File: config.mk
export PLATFORM = sky130hd
export DESIGN_NAME = rv_fetch_top
export DESIGN_NICKNAME = d
export VERILOG_FILES = /design/src/rv_pkg.sv /design/src/rv_inst_if.sv /design/src/rv_decode_comp.sv /design/src/rv_fetch_align.sv /design/src/rv_fetch_top.sv /design/src/rv_issue_queue.sv
export VERILOG_INCLUDE_DIRS = /design/src
export SDC_FILE = /design/constraint.sdc
export NUM_CORES = 1
export LEC_CHECK = 0
export ABC_AREA = 1
export BUFFER_PORTS_ARGS = -buffer_cell sky130_fd_sc_hd__buf_2
export CAP_MARGIN = 30
export CORE_MARGIN = 5
export CORE_UTILIZATION = 50
export DETAILED_ROUTE_END_ITERATION = 8
export PLACE_DENSITY = 0.79
export SLEW_MARGIN = 20
export SYNTH_ARGS = -nofsm -noshare
export SYNTH_HDL_FRONTEND = slang
export SYNTH_HIERARCHICAL = 1
export SYNTH_SLANG_ARGS = --single-unit
File: constraint.sdc
create_clock -name i_clk -period 14.4 [get_ports i_clk]
set_input_delay 2.16 -clock i_clk [delete_from_list [all_inputs] [get_ports i_clk]]
set_output_delay 2.16 -clock i_clk [all_outputs]
set_load 0.02 [all_outputs]
File: src/rv_defines.svh
`ifndef RV_DEFINES_SVH
`define RV_DEFINES_SVH

// pc of the first halfword after reset
`define RV_RESET_PC     32'h0000_0000

// fetch words held by the aligner, also the memory credits after reset
// must be a power of two and at least 2
`define RV_FETCH_DEPTH  4

// instructions decode can accept after reset
`define RV_DEC_CREDITS  2

`endif

File: src/rv_pkg.sv
`default_nettype none

package rv_pkg;

    // major opcodes, instruction bits 6:2
    typedef enum logic [4:0]
    {
        RV_OPC_LOAD   = 5'b00000,
        RV_OPC_OP_IMM = 5'b00100,
        RV_OPC_STORE  = 5'b01000,
        RV_OPC_OP     = 5'b01100,
        RV_OPC_LUI    = 5'b01101,
        RV_OPC_BRANCH = 5'b11000,
        RV_OPC_JALR   = 5'b11001,
        RV_OPC_JAL    = 5'b11011,
        RV_OPC_SYSTEM = 5'b11100
    } rv_opcode_e;

    // instruction bits 1:0
    typedef enum logic [1:0]
    {
        RV_Q0       = 2'b00,
        RV_Q1       = 2'b01,
        RV_Q2       = 2'b10,
        RV_Q_32BIT  = 2'b11
    } rv_quadrant_e;

    // one rebuilt instruction
    typedef struct packed
    {
        logic [31:0]    pc;
        logic [31:0]    data;
        logic           compressed;
        logic           illegal;
    } rv_inst_t;

endpackage

`default_nettype wire

File: src/rv_inst_if.sv
`timescale 1ns/1ps
`default_nettype none

interface rv_inst_if
    import rv_pkg::*;
();

    logic       valid;
    rv_inst_t   inst;
    logic       ready;
    // valid && ready, raised by the queue in the transfer cycle
    logic       take;

    modport src
    (
        output valid,
        output inst,
        input  ready,
        input  take
    );

    modport dst
    (
        input  valid,
        input  inst,
        output ready,
        output take
    );

endinterface

`default_nettype wire

File: src/rv_decode_comp.sv
`timescale 1ns/1ps
`default_nettype none

module rv_decode_comp
    import rv_pkg::*;
(
    input   wire[31:0]      i_instruction,
    output  wire[31:0]      o_instruction,
    output  wire            o_compressed,
    output  wire            o_illegal_instruction
);

    logic [31:0]    instruction;
    logic           compressed;
    logic           illegal_instruction;
    logic [15:0]    ci;

    assign ci = i_instruction[15:0];

    always_comb
    begin
        instruction = i_instruction;
        compressed = 1'b1;
        illegal_instruction = 1'b0;
        case (rv_quadrant_e'(ci[1:0]))
        RV_Q0:
        begin
            case (ci[15:14])
            2'b00:
                // c.addi4spn -> addi rd', x2, nzuimm
                instruction = { 2'b00, ci[10:7], ci[12:11], ci[5], ci[6], 2'b00, 5'h02,
                                3'b000, 2'b01, ci[4:2], RV_OPC_OP_IMM, 2'b11 };
            2'b01:
                // c.lw -> lw rd', uimm(rs1')
                instruction = { 5'b0, ci[5], ci[12:10], ci[6], 2'b00, 2'b01, ci[9:7],
                                3'b010, 2'b01, ci[4:2], RV_OPC_LOAD, 2'b11 };
            2'b11:
                // c.sw -> sw rs2', uimm(rs1')
                instruction = { 5'b0, ci[5], ci[12], 2'b01, ci[4:2], 2'b01, ci[9:7],
                                3'b010, ci[11:10], ci[6], 2'b00, RV_OPC_STORE, 2'b11 };
            default:
                // reserved, passed on unexpanded
                illegal_instruction = 1'b1;
            endcase
        end
        RV_Q1:
        begin
            case (ci[15:13])
            3'b000:
                // c.addi / c.nop
                instruction = { {7{ci[12]}}, ci[6:2], ci[11:7], 3'b000, ci[11:7],
                                RV_OPC_OP_IMM, 2'b11 };
            3'b001, 3'b101:
                // c.jal links to x1, c.j to x0
                instruction = { ci[12], ci[8], ci[10:9], ci[6], ci[7], ci[2], ci[11], ci[5:3],
                                {9{ci[12]}}, 4'b0, ~ci[15], RV_OPC_JAL, 2'b11 };
            3'b010:
                // c.li -> addi rd, x0, imm
                instruction = { {7{ci[12]}}, ci[6:2], 5'b0, 3'b000, ci[11:7],
                                RV_OPC_OP_IMM, 2'b11 };
            3'b011:
            begin
                if (ci[11:7] == 5'h02)
                    // c.addi16sp -> addi x2, x2, nzimm
                    instruction = { {3{ci[12]}}, ci[4:3], ci[5], ci[2], ci[6], 4'b0, 5'h02,
                                    3'b000, 5'h02, RV_OPC_OP_IMM, 2'b11 };
                else
                    // c.lui -> lui rd, nzimm
                    instruction = { {15{ci[12]}}, ci[6:2], ci[11:7], RV_OPC_LUI, 2'b11 };
            end
            3'b100:
            begin
                case (ci[11:10])
                2'b00, 2'b01:
                    // c.srli / c.srai, bit 10 picks arithmetic
                    instruction = { 1'b0, ci[10], 5'b0, ci[6:2], 2'b01, ci[9:7], 3'b101,
                                    2'b01, ci[9:7], RV_OPC_OP_IMM, 2'b11 };
                2'b10:
                    // c.andi
                    instruction = { {7{ci[12]}}, ci[6:2], 2'b01, ci[9:7], 3'b111,
                                    2'b01, ci[9:7], RV_OPC_OP_IMM, 2'b11 };
                default:
                begin
                    case (ci[6:5])
                    2'b00:
                        // c.sub
                        instruction = { 7'b0100000, 2'b01, ci[4:2], 2'b01, ci[9:7], 3'b000,
                                        2'b01, ci[9:7], RV_OPC_OP, 2'b11 };
                    2'b01:
                        // c.xor
                        instruction = { 7'b0, 2'b01, ci[4:2], 2'b01, ci[9:7], 3'b100,
                                        2'b01, ci[9:7], RV_OPC_OP, 2'b11 };
                    2'b10:
                        // c.or
                        instruction = { 7'b0, 2'b01, ci[4:2], 2'b01, ci[9:7], 3'b110,
                                        2'b01, ci[9:7], RV_OPC_OP, 2'b11 };
                    default:
                        // c.and
                        instruction = { 7'b0, 2'b01, ci[4:2], 2'b01, ci[9:7], 3'b111,
                                        2'b01, ci[9:7], RV_OPC_OP, 2'b11 };
                    endcase
                end
                endcase
            end
            default:
                // c.beqz / c.bnez against x0, bit 13 selects bne
                instruction = { {4{ci[12]}}, ci[6:5], ci[2], 5'b0, 2'b01, ci[9:7],
                                2'b00, ci[13], ci[11:10], ci[4:3], ci[12],
                                RV_OPC_BRANCH, 2'b11 };
            endcase
        end
        RV_Q2:
        begin
            case (ci[15:14])
            2'b00:
                // c.slli
                instruction = { 7'b0, ci[6:2], ci[11:7], 3'b001, ci[11:7],
                                RV_OPC_OP_IMM, 2'b11 };
            2'b01:
                // c.lwsp -> lw rd, uimm(x2)
                instruction = { 4'b0, ci[3:2], ci[12], ci[6:4], 2'b00, 5'h02, 3'b010,
                                ci[11:7], RV_OPC_LOAD, 2'b11 };
            2'b10:
            begin
                if (!ci[12])
                begin
                    if (|ci[6:2])
                        // c.mv -> add rd, x0, rs2
                        instruction = { 7'b0, ci[6:2], 5'b0, 3'b000, ci[11:7],
                                        RV_OPC_OP, 2'b11 };
                    else
                        // c.jr -> jalr x0, rs1, 0
                        instruction = { 12'b0, ci[11:7], 3'b000, 5'b0, RV_OPC_JALR, 2'b11 };
                end
                else if (|ci[6:2])
                    // c.add -> add rd, rd, rs2
                    instruction = { 7'b0, ci[6:2], ci[11:7], 3'b000, ci[11:7],
                                    RV_OPC_OP, 2'b11 };
                else if (!(|ci[11:7]))
                    // c.ebreak
                    instruction = { 12'h001, 5'b0, 3'b000, 5'b0, RV_OPC_SYSTEM, 2'b11 };
                else
                    // c.jalr -> jalr x1, rs1, 0
                    instruction = { 12'b0, ci[11:7], 3'b000, 5'h01, RV_OPC_JALR, 2'b11 };
            end
            default:
                // c.swsp -> sw rs2, uimm(x2)
                instruction = { 4'b0, ci[8:7], ci[12], ci[6:2], 5'h02, 3'b010, ci[11:9],
                                2'b00, RV_OPC_STORE, 2'b11 };
            endcase
        end
        default:
            compressed = 1'b0;
        endcase
    end

    assign o_instruction = instruction;
    assign o_compressed = compressed;
    assign o_illegal_instruction = illegal_instruction;

endmodule

`default_nettype wire

File: src/rv_fetch_align.sv
`timescale 1ns/1ps
`default_nettype none

`include "rv_defines.svh"

module rv_fetch_align
(
    input   wire            i_clk,
    input   wire            i_reset,
    input   wire            i_mem_valid,
    input   wire[31:0]      i_mem_word,
    output  wire            o_mem_credit,
    rv_inst_if.src          out
);

    localparam int HW_PTR_W = $clog2(2 * `RV_FETCH_DEPTH);
    localparam int WD_PTR_W = HW_PTR_W - 1;
    localparam int CNT_W    = $clog2(2 * `RV_FETCH_DEPTH + 1);

    logic [31:0]            fetch_buf [`RV_FETCH_DEPTH];
    logic [WD_PTR_W-1:0]    wr_ptr;
    logic [HW_PTR_W-1:0]    rd_ptr;
    logic [HW_PTR_W-1:0]    rd_ptr_hi;
    logic [HW_PTR_W-1:0]    rd_ptr_next;
    logic [CNT_W-1:0]       hw_count;
    logic [CNT_W-1:0]       hw_count_next;
    logic [31:0]            pc;
    logic                   mem_credit;
    logic [31:0]            word_lo;
    logic [31:0]            word_hi;
    logic [15:0]            half_lo;
    logic [15:0]            half_hi;
    logic [31:0]            dc_instruction;
    logic                   dc_compressed;
    logic                   dc_illegal;
    logic                   inst_avail;

    // next two halfwords from the read pointer, upper one may wrap the ring
    always_comb
    begin
        rd_ptr_hi = rd_ptr + HW_PTR_W'(1);
        word_lo = fetch_buf[rd_ptr[HW_PTR_W-1:1]];
        word_hi = fetch_buf[rd_ptr_hi[HW_PTR_W-1:1]];
        half_lo = rd_ptr[0] ? word_lo[31:16] : word_lo[15:0];
        half_hi = rd_ptr_hi[0] ? word_hi[31:16] : word_hi[15:0];
    end

    // upper halfword only feeds the expander for a 32-bit encoding
    rv_decode_comp i_rv_decode_comp
    (
        .i_instruction          ({ (half_lo[1:0] == 2'b11) ? half_hi : 16'h0, half_lo }),
        .o_instruction          (dc_instruction),
        .o_compressed           (dc_compressed),
        .o_illegal_instruction  (dc_illegal)
    );

    // a 32-bit instruction needs its second halfword buffered too
    assign inst_avail = (hw_count >= CNT_W'(2)) || ((hw_count != '0) && dc_compressed);
    assign rd_ptr_next = rd_ptr + (dc_compressed ? HW_PTR_W'(1) : HW_PTR_W'(2));

    always_comb
    begin
        hw_count_next = hw_count;
        if (i_mem_valid)
            hw_count_next = hw_count_next + CNT_W'(2);
        if (out.take)
            hw_count_next = hw_count_next - (dc_compressed ? CNT_W'(1) : CNT_W'(2));
    end

    always_ff @(posedge i_clk)
    begin
        if (i_mem_valid)
            fetch_buf[wr_ptr] <= i_mem_word;
    end

    always_ff @(posedge i_clk)
    begin
        if (i_reset)
        begin
            wr_ptr <= '0;
            rd_ptr <= '0;
            hw_count <= '0;
            pc <= `RV_RESET_PC;
            mem_credit <= 1'b0;
        end
        else
        begin
            if (i_mem_valid)
                wr_ptr <= wr_ptr + WD_PTR_W'(1);
            if (out.take)
            begin
                rd_ptr <= rd_ptr_next;
                pc <= pc + (dc_compressed ? 32'd2 : 32'd4);
            end
            hw_count <= hw_count_next;
            // word index changes once the last halfword of a word is used
            mem_credit <= out.take && (rd_ptr_next[HW_PTR_W-1:1] != rd_ptr[HW_PTR_W-1:1]);
        end
    end

    assign out.valid = inst_avail;
    assign out.inst = '{pc: pc, data: dc_instruction, compressed: dc_compressed,
                        illegal: dc_illegal};
    assign o_mem_credit = mem_credit;

endmodule

`default_nettype wire

File: src/rv_fetch_top.sv
`timescale 1ns/1ps
`default_nettype none

module rv_fetch_top
    import rv_pkg::*;
(
    input   wire            i_clk,
    input   wire            i_reset,
    input   wire            i_mem_valid,
    input   wire[31:0]      i_mem_word,
    output  wire            o_mem_credit,
    input   wire            i_dec_credit,
    output  wire            o_inst_valid,
    output  wire[31:0]      o_inst_pc,
    output  wire[31:0]      o_inst_data,
    output  wire            o_inst_compressed,
    output  wire            o_inst_illegal
);

    rv_inst_t   inst_out;

    rv_inst_if i_inst_link ();

    rv_fetch_align i_rv_fetch_align
    (
        .i_clk          (i_clk),
        .i_reset        (i_reset),
        .i_mem_valid    (i_mem_valid),
        .i_mem_word     (i_mem_word),
        .o_mem_credit   (o_mem_credit),
        .out            (i_inst_link.src)
    );

    rv_issue_queue i_rv_issue_queue
    (
        .i_clk          (i_clk),
        .i_reset        (i_reset),
        .in             (i_inst_link.dst),
        .i_dec_credit   (i_dec_credit),
        .o_inst_valid   (o_inst_valid),
        .o_inst         (inst_out)
    );

    assign o_inst_pc = inst_out.pc;
    assign o_inst_data = inst_out.data;
    assign o_inst_compressed = inst_out.compressed;
    assign o_inst_illegal = inst_out.illegal;

endmodule

`default_nettype wire

File: src/rv_issue_queue.sv
`timescale 1ns/1ps
`default_nettype none

`include "rv_defines.svh"

module rv_issue_queue
    import rv_pkg::*;
(
    input   wire            i_clk,
    input   wire            i_reset,
    rv_inst_if.dst          in,
    input   wire            i_dec_credit,
    output  wire            o_inst_valid,
    output  rv_inst_t       o_inst
);

    localparam int CRED_W = $clog2(`RV_DEC_CREDITS + 1);

    logic [CRED_W-1:0]  credit_cnt;
    logic               full;
    rv_inst_t           inst_q;
    logic               send;
    logic               ready;
    logic               take;

    // one instruction leaves per held credit
    assign send = full && (credit_cnt != '0);

    // the slot frees up in the same cycle it is sent
    assign ready = !full || send;
    assign take = in.valid && ready;

    always_ff @(posedge i_clk)
    begin
        if (take)
            inst_q <= in.inst;
    end

    always_ff @(posedge i_clk)
    begin
        if (i_reset)
        begin
            full <= 1'b0;
            credit_cnt <= CRED_W'(`RV_DEC_CREDITS);
        end
        else
        begin
            if (take)
                full <= 1'b1;
            else if (send)
                full <= 1'b0;

            case ({ i_dec_credit, send })
            2'b10:
                credit_cnt <= credit_cnt + CRED_W'(1);
            2'b01:
                credit_cnt <= credit_cnt - CRED_W'(1);
            default:
                credit_cnt <= credit_cnt;
            endcase
        end
    end

    assign in.ready = ready;
    assign in.take = take;
    assign o_inst_valid = send;
    assign o_inst = inst_q;

endmodule

`default_nettype wire

==> results of run 1 <==
-- worst register-to-register path, delay by kind of cell (launching register included) --
family,cells,cell delay (ps)
AND/OR/NAND/NOR,9,1270
AO/OA/AOI/OAI,3,470
flip-flops,1,310
adder cells (fa/ha/maj),1,210
buffers and inverters,5,1890
-- metal layers --
| metal | up-vias | global-route usage [%] |
|---|---|---|
| met5 | - | 0 |
| met4 | 0 | 8.68 |
| met3 | 100 | 3.46 |
| met2 | 571 | 36.3 |
| met1 | 5051 | 31.8 |
| li1 | 5167 | - |
-- power breakdown --
part / total [W] / internal, W / switching [W]
sequential: 0.00100 / 0.000957 / 0.0000436
clock: 0.000675 / 0.000412 / 0.000263
combinational: 0.00197 / 0.000531 / 0.00144
total: 0.00365 / 0.00190 / 0.00175
-- Yosys cell counts (7+ instances only) --
| cell type | number |
|---|---|
| nand2_1 | 323 |
| nor2_1 | 239 |
| edfxtp_1 | 194 |
| o21ai_0 | 161 |
| inv_1 | 134 |
| a21oi_1 | 75 |
| nand3_1 | 51 |
| dfxtp_1 | 46 |
| buf_2 | 29 |
| o21ai_1 | 29 |
| o211ai_1 | 23 |
| clkbuf_1 | 20 |
| nor3_1 | 19 |
| ha_1 | 18 |
| nand4_1 | 18 |
| buf_4 | 14 |
| nor2_2 | 14 |
| inv_2 | 11 |
| nand2_2 | 10 |
| nor2_4 | 9 |
| a31oi_1 | 7 |
| buf_6 | 7 |
-- flip-flops by register name, summed over array words and instances (netlist names), named ones only --
signal                         count
i_rv_fetch_align/wr_ptr            2
i_rv_issue_queue/credit_cnt        2
i_rv_issue_queue/full              1
i_rv_fetch_align/fetch_buf       128
i_rv_fetch_align/pc               31
i_rv_fetch_align/rd_ptr            3
i_rv_fetch_align/hw_count          4
i_rv_issue_queue/o_inst           66
i_rv_fetch_align/o_mem_credit      1
-- cell usage in the layout, fill, tap and decap left out, types with 6 or more instances in the layout --
| master | Yosys | final |
|---|---|---|
| nor2_1 | 239 | 239 |
| o21ai_1 | 29 | 29 |
| nand2_1 | 323 | 323 |
| o21ai_0 | 161 | 161 |
| a31oi_1 | 7 | 6 |
| nand4_1 | 18 | 18 |
| nor3_1 | 19 | 19 |
| nor2_2 | 14 | 14 |
| dfxtp_1 | 46 | 44 |
| buf_4 | 14 | 11 |
| inv_2 | 11 | 13 |
| edfxtp_1 | 194 | 194 |
| buf_2 | 29 | 103 |
| clkbuf_16 | 0 | 27 |
| nor2_4 | 9 | 9 |
| a21oi_1 | 75 | 75 |
| inv_1 | 134 | 131 |
| o211ai_1 | 23 | 23 |
| ha_1 | 18 | 17 |
| nand2_2 | 10 | 10 |
| nand3_1 | 51 | 51 |
-- stage by stage --
| stage | util [%] | setup WS, ps | hold slack, ps | power, W | area [um2] |
|---|---|---|---|---|---|
| final | 56.7 | 10120 | 486 | 0.00365 | 14300 |
| after global routing | 56.7 | 9620 | 510 | 0.00388 | 14300 |
| after CTS | 56.6 | 10120 | 482 | 0.00362 | 14300 |
| after detailed placement | 53.2 | 10140 | 467 | 0.00293 | 13400 |
| after global placement | 53.2 | 10290 | 458 | 0.00293 | 13400 |
| after floorplan | - | 7940 | 430 | 0.00246 | 12800 |
-- worst max path at each step --
stage	depth (start not counted)	from	to
final	18	flip-flop	i_rv_fetch_align/pc[8]
after global routing	18	flip-flop	i_rv_fetch_align/pc[8]
after CTS	19	flip-flop	i_rv_fetch_align/pc[8]
after detailed placement	19	flip-flop	i_rv_fetch_align/pc[8]
after global placement	19	flip-flop	i_rv_fetch_align/pc[10]
after floorplan	17	flip-flop	i_rv_fetch_align/pc[6]
-- cell type report --
cell class / instances / area [um2] / area share (%)
multi-input combinational: 1045 / 5080 / 35.6
sequential: 240 / 6750 / 47.3
inverter: 146 / 549 / 3.85
clock inverter: 15 / 184 / 1.29
timing repair buffer: 115 / 613 / 4.29
clock buffer: 30 / 687 / 4.81
tap: 330 / 413 / 2.89
-- cells by family after synthesis --
group,synth area share [%]
simple gates,23.5
compound gates,13.3
flops,52.7
buf+inv,7.68
fa+ha+maj,2.23
xor+xnor,0.489
other cells,0.0293
==> run summary, run 1 <==
================================================================================
Number of enable-type register cells in the synthesized netlist              194
Cell repeated most along the worst path                                  nand2_1
Sum of routed wire segments on met1                                      13.7 mm
Die ar.                                                               28,900 um2
I/O pin cnt                                                                  104
Clock latency at the later pin of the worst-skew pair                     530 ps
Number of standard cells after synthesis                                   1,506
Met3 wirelength from detailed routing                                    3.47 mm
Overall routing resource usage                                             22.8%
Initial detailed-routing violation count                                   1,264
Highest layer used for signal routing                                       met4
Worst Path Buf+Inv                                                             5
Worst reg-to-reg setup slack                                           10,120 ps
Transition at the pin with the smallest max-transition slack              986 ps
Crit start category                                                    flip-flop
Critical path class                                                 flip-flop to flip-flop
Vertical die dimension                                                    170 um
Routability congestion estimate                                            0.984
Primary FF master, synth                                                edfxtp_1
Outcome                                                                completed
Worst setup skew after layout                                            30.4 ps
Drt via density                                                             5.67
Antenna diode instance count                                                   0
Largest incremental delay on the critical path                            740 ps
Sequential share of the synthesized area                                   52.7%
Number of hold buffers added after cts                                         0
Number of H-tree levels                                                        1
Clock net sink count                                                         240
Maximum fanout along the worst path                                           97
Tightest Hold Check Type                                            flip-flop to flip-flop
Layout cells sized above 1                                                 14.1%
First-pass DRT Iterations                                                      6
Critical-path cell list                                             buf_4 -> nand2_1 -> o211ai_1 -> nand2_1 -> nand2_1 -> nand2_2 -> ha_1 -> inv_1 -> inv_1 -> o21ai_0 -> inv_1 -> a31oi_4 -> buf_4 -> nand2_1 -> nor2_1 -> nand2_1 -> nor2_1 -> nor2_1
Residual antenna-violating net count after detailed routing                    0
Hold worst-path end                                                 i_rv_issue_queue/o_inst[65]
Routed length on met2                                                    15.4 mm
Worst-path clk slew                                                        60 ps
Worst flop-to-flop path endpoint                                    i_rv_fetch_align/pc[8]
Hold Path Cell Cnt                                                             0
Post-Place Cells                                                           1,875
Postcts setup bufs                                                             0
Hold wc startpoint                                                  i_rv_fetch_align/pc[31]
Post-detail-place hpwl                                                   22.7 mm
Hold Vio Cnt, Final                                                            0
Max Transition Viols Final                                                     0
Filler cell count                                                          2,160
Clock tree from TritonCTS                                                    yes
Total number of nets in the final design                                   1,630
Biggest area contributors in the synthesized netlist                edfxtp_1 46%, nand2_1 9.5%, dfxtp_1 7.2%, nor2_1 7.0%, o21ai_0 6.3%
Total of cells resized after clock tree synthesis                              0
Worst slew margin                                                          34.3%
Routed len/inst                                                          17.7 um
FF-to-FF path depth                                                           18
Pin count of the biggest net entering global routing                         102
Overall overflow remaining after global route                                  0
Synthesis warning total                                                        6
Number of antenna violations at the first check in global routing              0
Unrepaired setup endpoints after global routing                            false
Max VDD drop                                                          0.000142 V
Buffer depth of the longest clock path                                         3
Area added between synthesis and finish                                    11.6%
Arrival time at the worst endpoint                                       4680 ps
Share of synthesized flip-flops with an asynchronous set or reset             0%
# Max-Cap Violations                                                           0
Vias in the first global route                                            10,200
Flop and latch count out of synthesis                                        240
Number of DRC violations after detailed routing                                0
Core Rows                                                                     58
Cell variety after synth                                                      49
Post-Syn Nets                                                              1,563
Peak clock frequency supported by timing                               0.233 GHz
Reported leakage power                                                   5.86 nW
Area share of the largest cell type after synthesis                        45.5%
Fraction of the cycle the final worst path needs                           29.7%
I/O Buffers                                                                  103
Element type at the critical path end                                  flip-flop
Crit path required time                                                14,800 ps
Global-route wire length before repair                                   53.4 mm
Final standard cell count with taps included and fillers excluded          1,921
Avg Inst Size Synth                                                     8.50 um2
Pwr/cell area                                                         255 nW/um2
DRT Wirelength                                                           33.9 mm
Sum of negative setup slack                                                 0 ps
Cell at the slowest stage of the critical path                             buf_4
Clk Tree Root Cell                                                     clkbuf_16
DR vias                                                                   10,900
Starting density of the core                                               50.8%
Cell class contributing the biggest share of worst-path delay       buffers and inverters
Leading area contributor after synthesis                                edfxtp_1
Floorplan die width                                                       170 um
Inserted Clock Buffers                                                        25
Cell area after synthesis                                             12,800 um2
Final Critical Period                                                    4280 ps
Number of endpoints failing setup at the final stage                           0
Area of the core region                                               25,200 um2
================================================================================
Power figures use the tool's default switching activity.
==> run 2, diff against run 1 <==
--- a/config.mk
+++ b/config.mk
@@ -6,13 +6,13 @@
 export SDC_FILE = /design/constraint.sdc
 export NUM_CORES = 1
 export LEC_CHECK = 0
-export ABC_AREA = 1
+export ABC_AREA = 0
 export BUFFER_PORTS_ARGS = -buffer_cell sky130_fd_sc_hd__buf_2
 export CAP_MARGIN = 30
 export CORE_MARGIN = 5
 export CORE_UTILIZATION = 50
 export DETAILED_ROUTE_END_ITERATION = 8
-export PLACE_DENSITY = 0.79
+export PLACE_DENSITY = 0.82
 export SLEW_MARGIN = 20
 export SYNTH_ARGS = -nofsm -noshare
 export SYNTH_HDL_FRONTEND = slang
==> constraint.sdc (replaced) <==
create_clock -name i_clk -period 3.5 [get_ports i_clk]
set_input_delay 0.525 -clock i_clk [delete_from_list [all_inputs] [get_ports i_clk]]
set_output_delay 0.525 -clock i_clk [all_outputs]
set_load 0.02 [all_outputs]
==> run summary, run 2 <==
==================================================================================
Crit path required time                                                    3950 ps
Placed cell area                                                        13,000 um2
Clk Tree Root Cell                                                       clkbuf_16
Synthesis warning total                                                          6
Outcome                                                                  completed
Cell area after synthesis                                               11,900 um2
Switching power                                                          0.00582 W
I/O Buffers                                                                    103
Sum of negative setup slack                                                   0 ps
Combinational group share of total power                                     51.3%
Register with the most flip-flops                                     i_rv_fetch_align/fetch_buf
Number of standard cells after synthesis                                     1,018
Tightest Hold Check Type                                              input pin to flip-flop
Drt via density                                                               6.20
Peak clock frequency supported by timing                                 0.302 GHz
I/O pin cnt                                                                    104
Number of antenna violations at the first check in global routing                1
Routability congestion estimate                                               1.01
Worst-path clk slew                                                          60 ps
Vertical die dimension                                                      164 um
DR vias                                                                      9,079
Avg Inst Size Synth                                                       11.7 um2
Worst slew margin                                                            38.9%
Unrepaired setup endpoints after global routing                              false
Number of DRC violations after detailed routing                                  0
Pwr/cell area                                                           996 nW/um2
First-pass DRT Iterations                                                        7
Clock latency at the later pin of the worst-skew pair                       520 ps
Area of the core region                                                 23,500 um2
Initial detailed-routing violation count                                     1,036
Number of H-tree levels                                                          1
Post-Syn Nets                                                                1,075
DRT Wirelength                                                             30.5 mm
Worst setup skew after layout                                              9.84 ps
Arrival time at the worst endpoint                                         3760 ps
Fraction of the core area covered by cells at the end of the flow            59.0%
Clock net sink count                                                           240
Routed len/inst                                                            20.8 um
Switching share of power                                                     42.2%
Buffer depth of the longest clock path                                           3
Core Rows                                                                       56
Transition at the pin with the smallest max-transition slack                913 ps
Worst hold margin                                                           214 ps
Starting density of the core                                                 50.8%
Total number of nets in the final design                                     1,184
Commonest cells after routing, fill and taps aside                    194 x edfxtp_1, 152 x nand2_1, 103 x buf_2
Critical path class                                                   flip-flop to flip-flop
Residual antenna-violating net count after detailed routing                      0
Post-detail-place hpwl                                                     20.5 mm
Final Critical Period                                                      3310 ps
Die ar.                                                                 27,100 um2
Overall routing resource usage                                               22.4%
Area added between synthesis and finish                                      16.1%
Number of hold buffers added after cts                                           0
Inserted Clock Buffers                                                          25
Sequential share of power                                                    29.8%
Element type at the critical path end                                    flip-flop
Maximum fanout along the worst path                                             20
Post-layout power                                                         0.0138 W
Pin count of the biggest net entering global routing                            48
Final cell area excluding filler cells                                  13,800 um2
Clock tree from TritonCTS                                                      yes
Relative contribution of the clock network to total power                    18.9%
Layout cells sized above 1                                                   22.3%
Max Transition Viols Final                                                       0
Vias in the first global route                                               8,990
Reported leakage power                                                     5.00 nW
Postcts setup bufs                                                               0
Antenna diode instance count                                                     0
Max VDD drop                                                            0.000574 V
Number of endpoints failing setup at the final stage                             0
Global-route wire length before repair                                     48.2 mm
Hold Vio Cnt, Final                                                              0
Overall overflow remaining after global route                                    0
# Max-Cap Violations                                                             0
Total of cells resized after clock tree synthesis                                1
Fraction of the cycle the final worst path needs                             94.7%
Crit start category                                                      flip-flop
Most common cell after layout, fill and taps aside                        edfxtp_1
Flip-flop count of the largest register, all copies and words added            128
Hold wc startpoint                                                    i_mem_word[30]
Internal power                                                           0.00798 W
Floorplan die width                                                         164 um
==================================================================================
[run 2: path summary, 6_finish.rpt]
kind | to | slack (ps) | cells after the start
hold reg to reg | i_rv_issue_queue/o_inst[62] | 480 | 0
hold / removal | i_rv_fetch_align/fetch_buf[1][30] | 210 | 1
setup reg to reg | i_rv_fetch_align/pc[31] | 190 | 11
setup / recovery | i_rv_fetch_align/pc[31] | 190 | 11
[run 2: area by class of cell]
class | instances | area (um2)
Fill cell | 1813 | 9620
Sequential cell | 240 | 6750
Multi-Input combinational cell | 668 | 4800
Timing Repair Buffer | 160 | 956
Clock buffer | 29 | 641
Tap cell | 319 | 399
Clock inverter | 17 | 176
Inverter | 32 | 130
[run 2: per-layer routing]
metal	wire, um	vias to the layer above	track usage (%)
met2	14600	510	37.4
met4	906	2	7.30
li1	-	4117	-
met5	7	-	0
met1	12200	4359	30.1
met3	2760	91	3.82
[run 2: stage by stage]
stage	setup slack [ps]	instances
after floorplan	-601	1018
after global placement	56.6	1419
after detailed placement	-6.30	1419
after CTS	131	1465
after global routing	17.2	1465
final	186	1465
[run 2: critical path, cell delays in order, from the launching register on]
cell and delay, ps:
dfxtp_4 420, mux4_2 540, nand2_1 100, nand2_2 120
ha_4 200, inv_6 90, ha_1 200, fa_2 250
nand3_2 120, or4_4 550, or4_1 500, a21oi_1 150
[run 2: power groups by stage]
| stage | Clock (W) | Sequential (W) | Combinational, W |
|---|---|---|---|
| 2_1_floorplan | 0 | 0.00463 | 0.00423 |
| 3_3_place_gp | 0 | 0.00415 | 0.00679 |
| 3_5_place_dp | 0 | 0.00418 | 0.00687 |
| 4_1_cts | 0.00265 | 0.00412 | 0.00692 |
| 5_1_grt | 0.00276 | 0.00417 | 0.00758 |
| 6_report | 0.00261 | 0.00412 | 0.00707 |
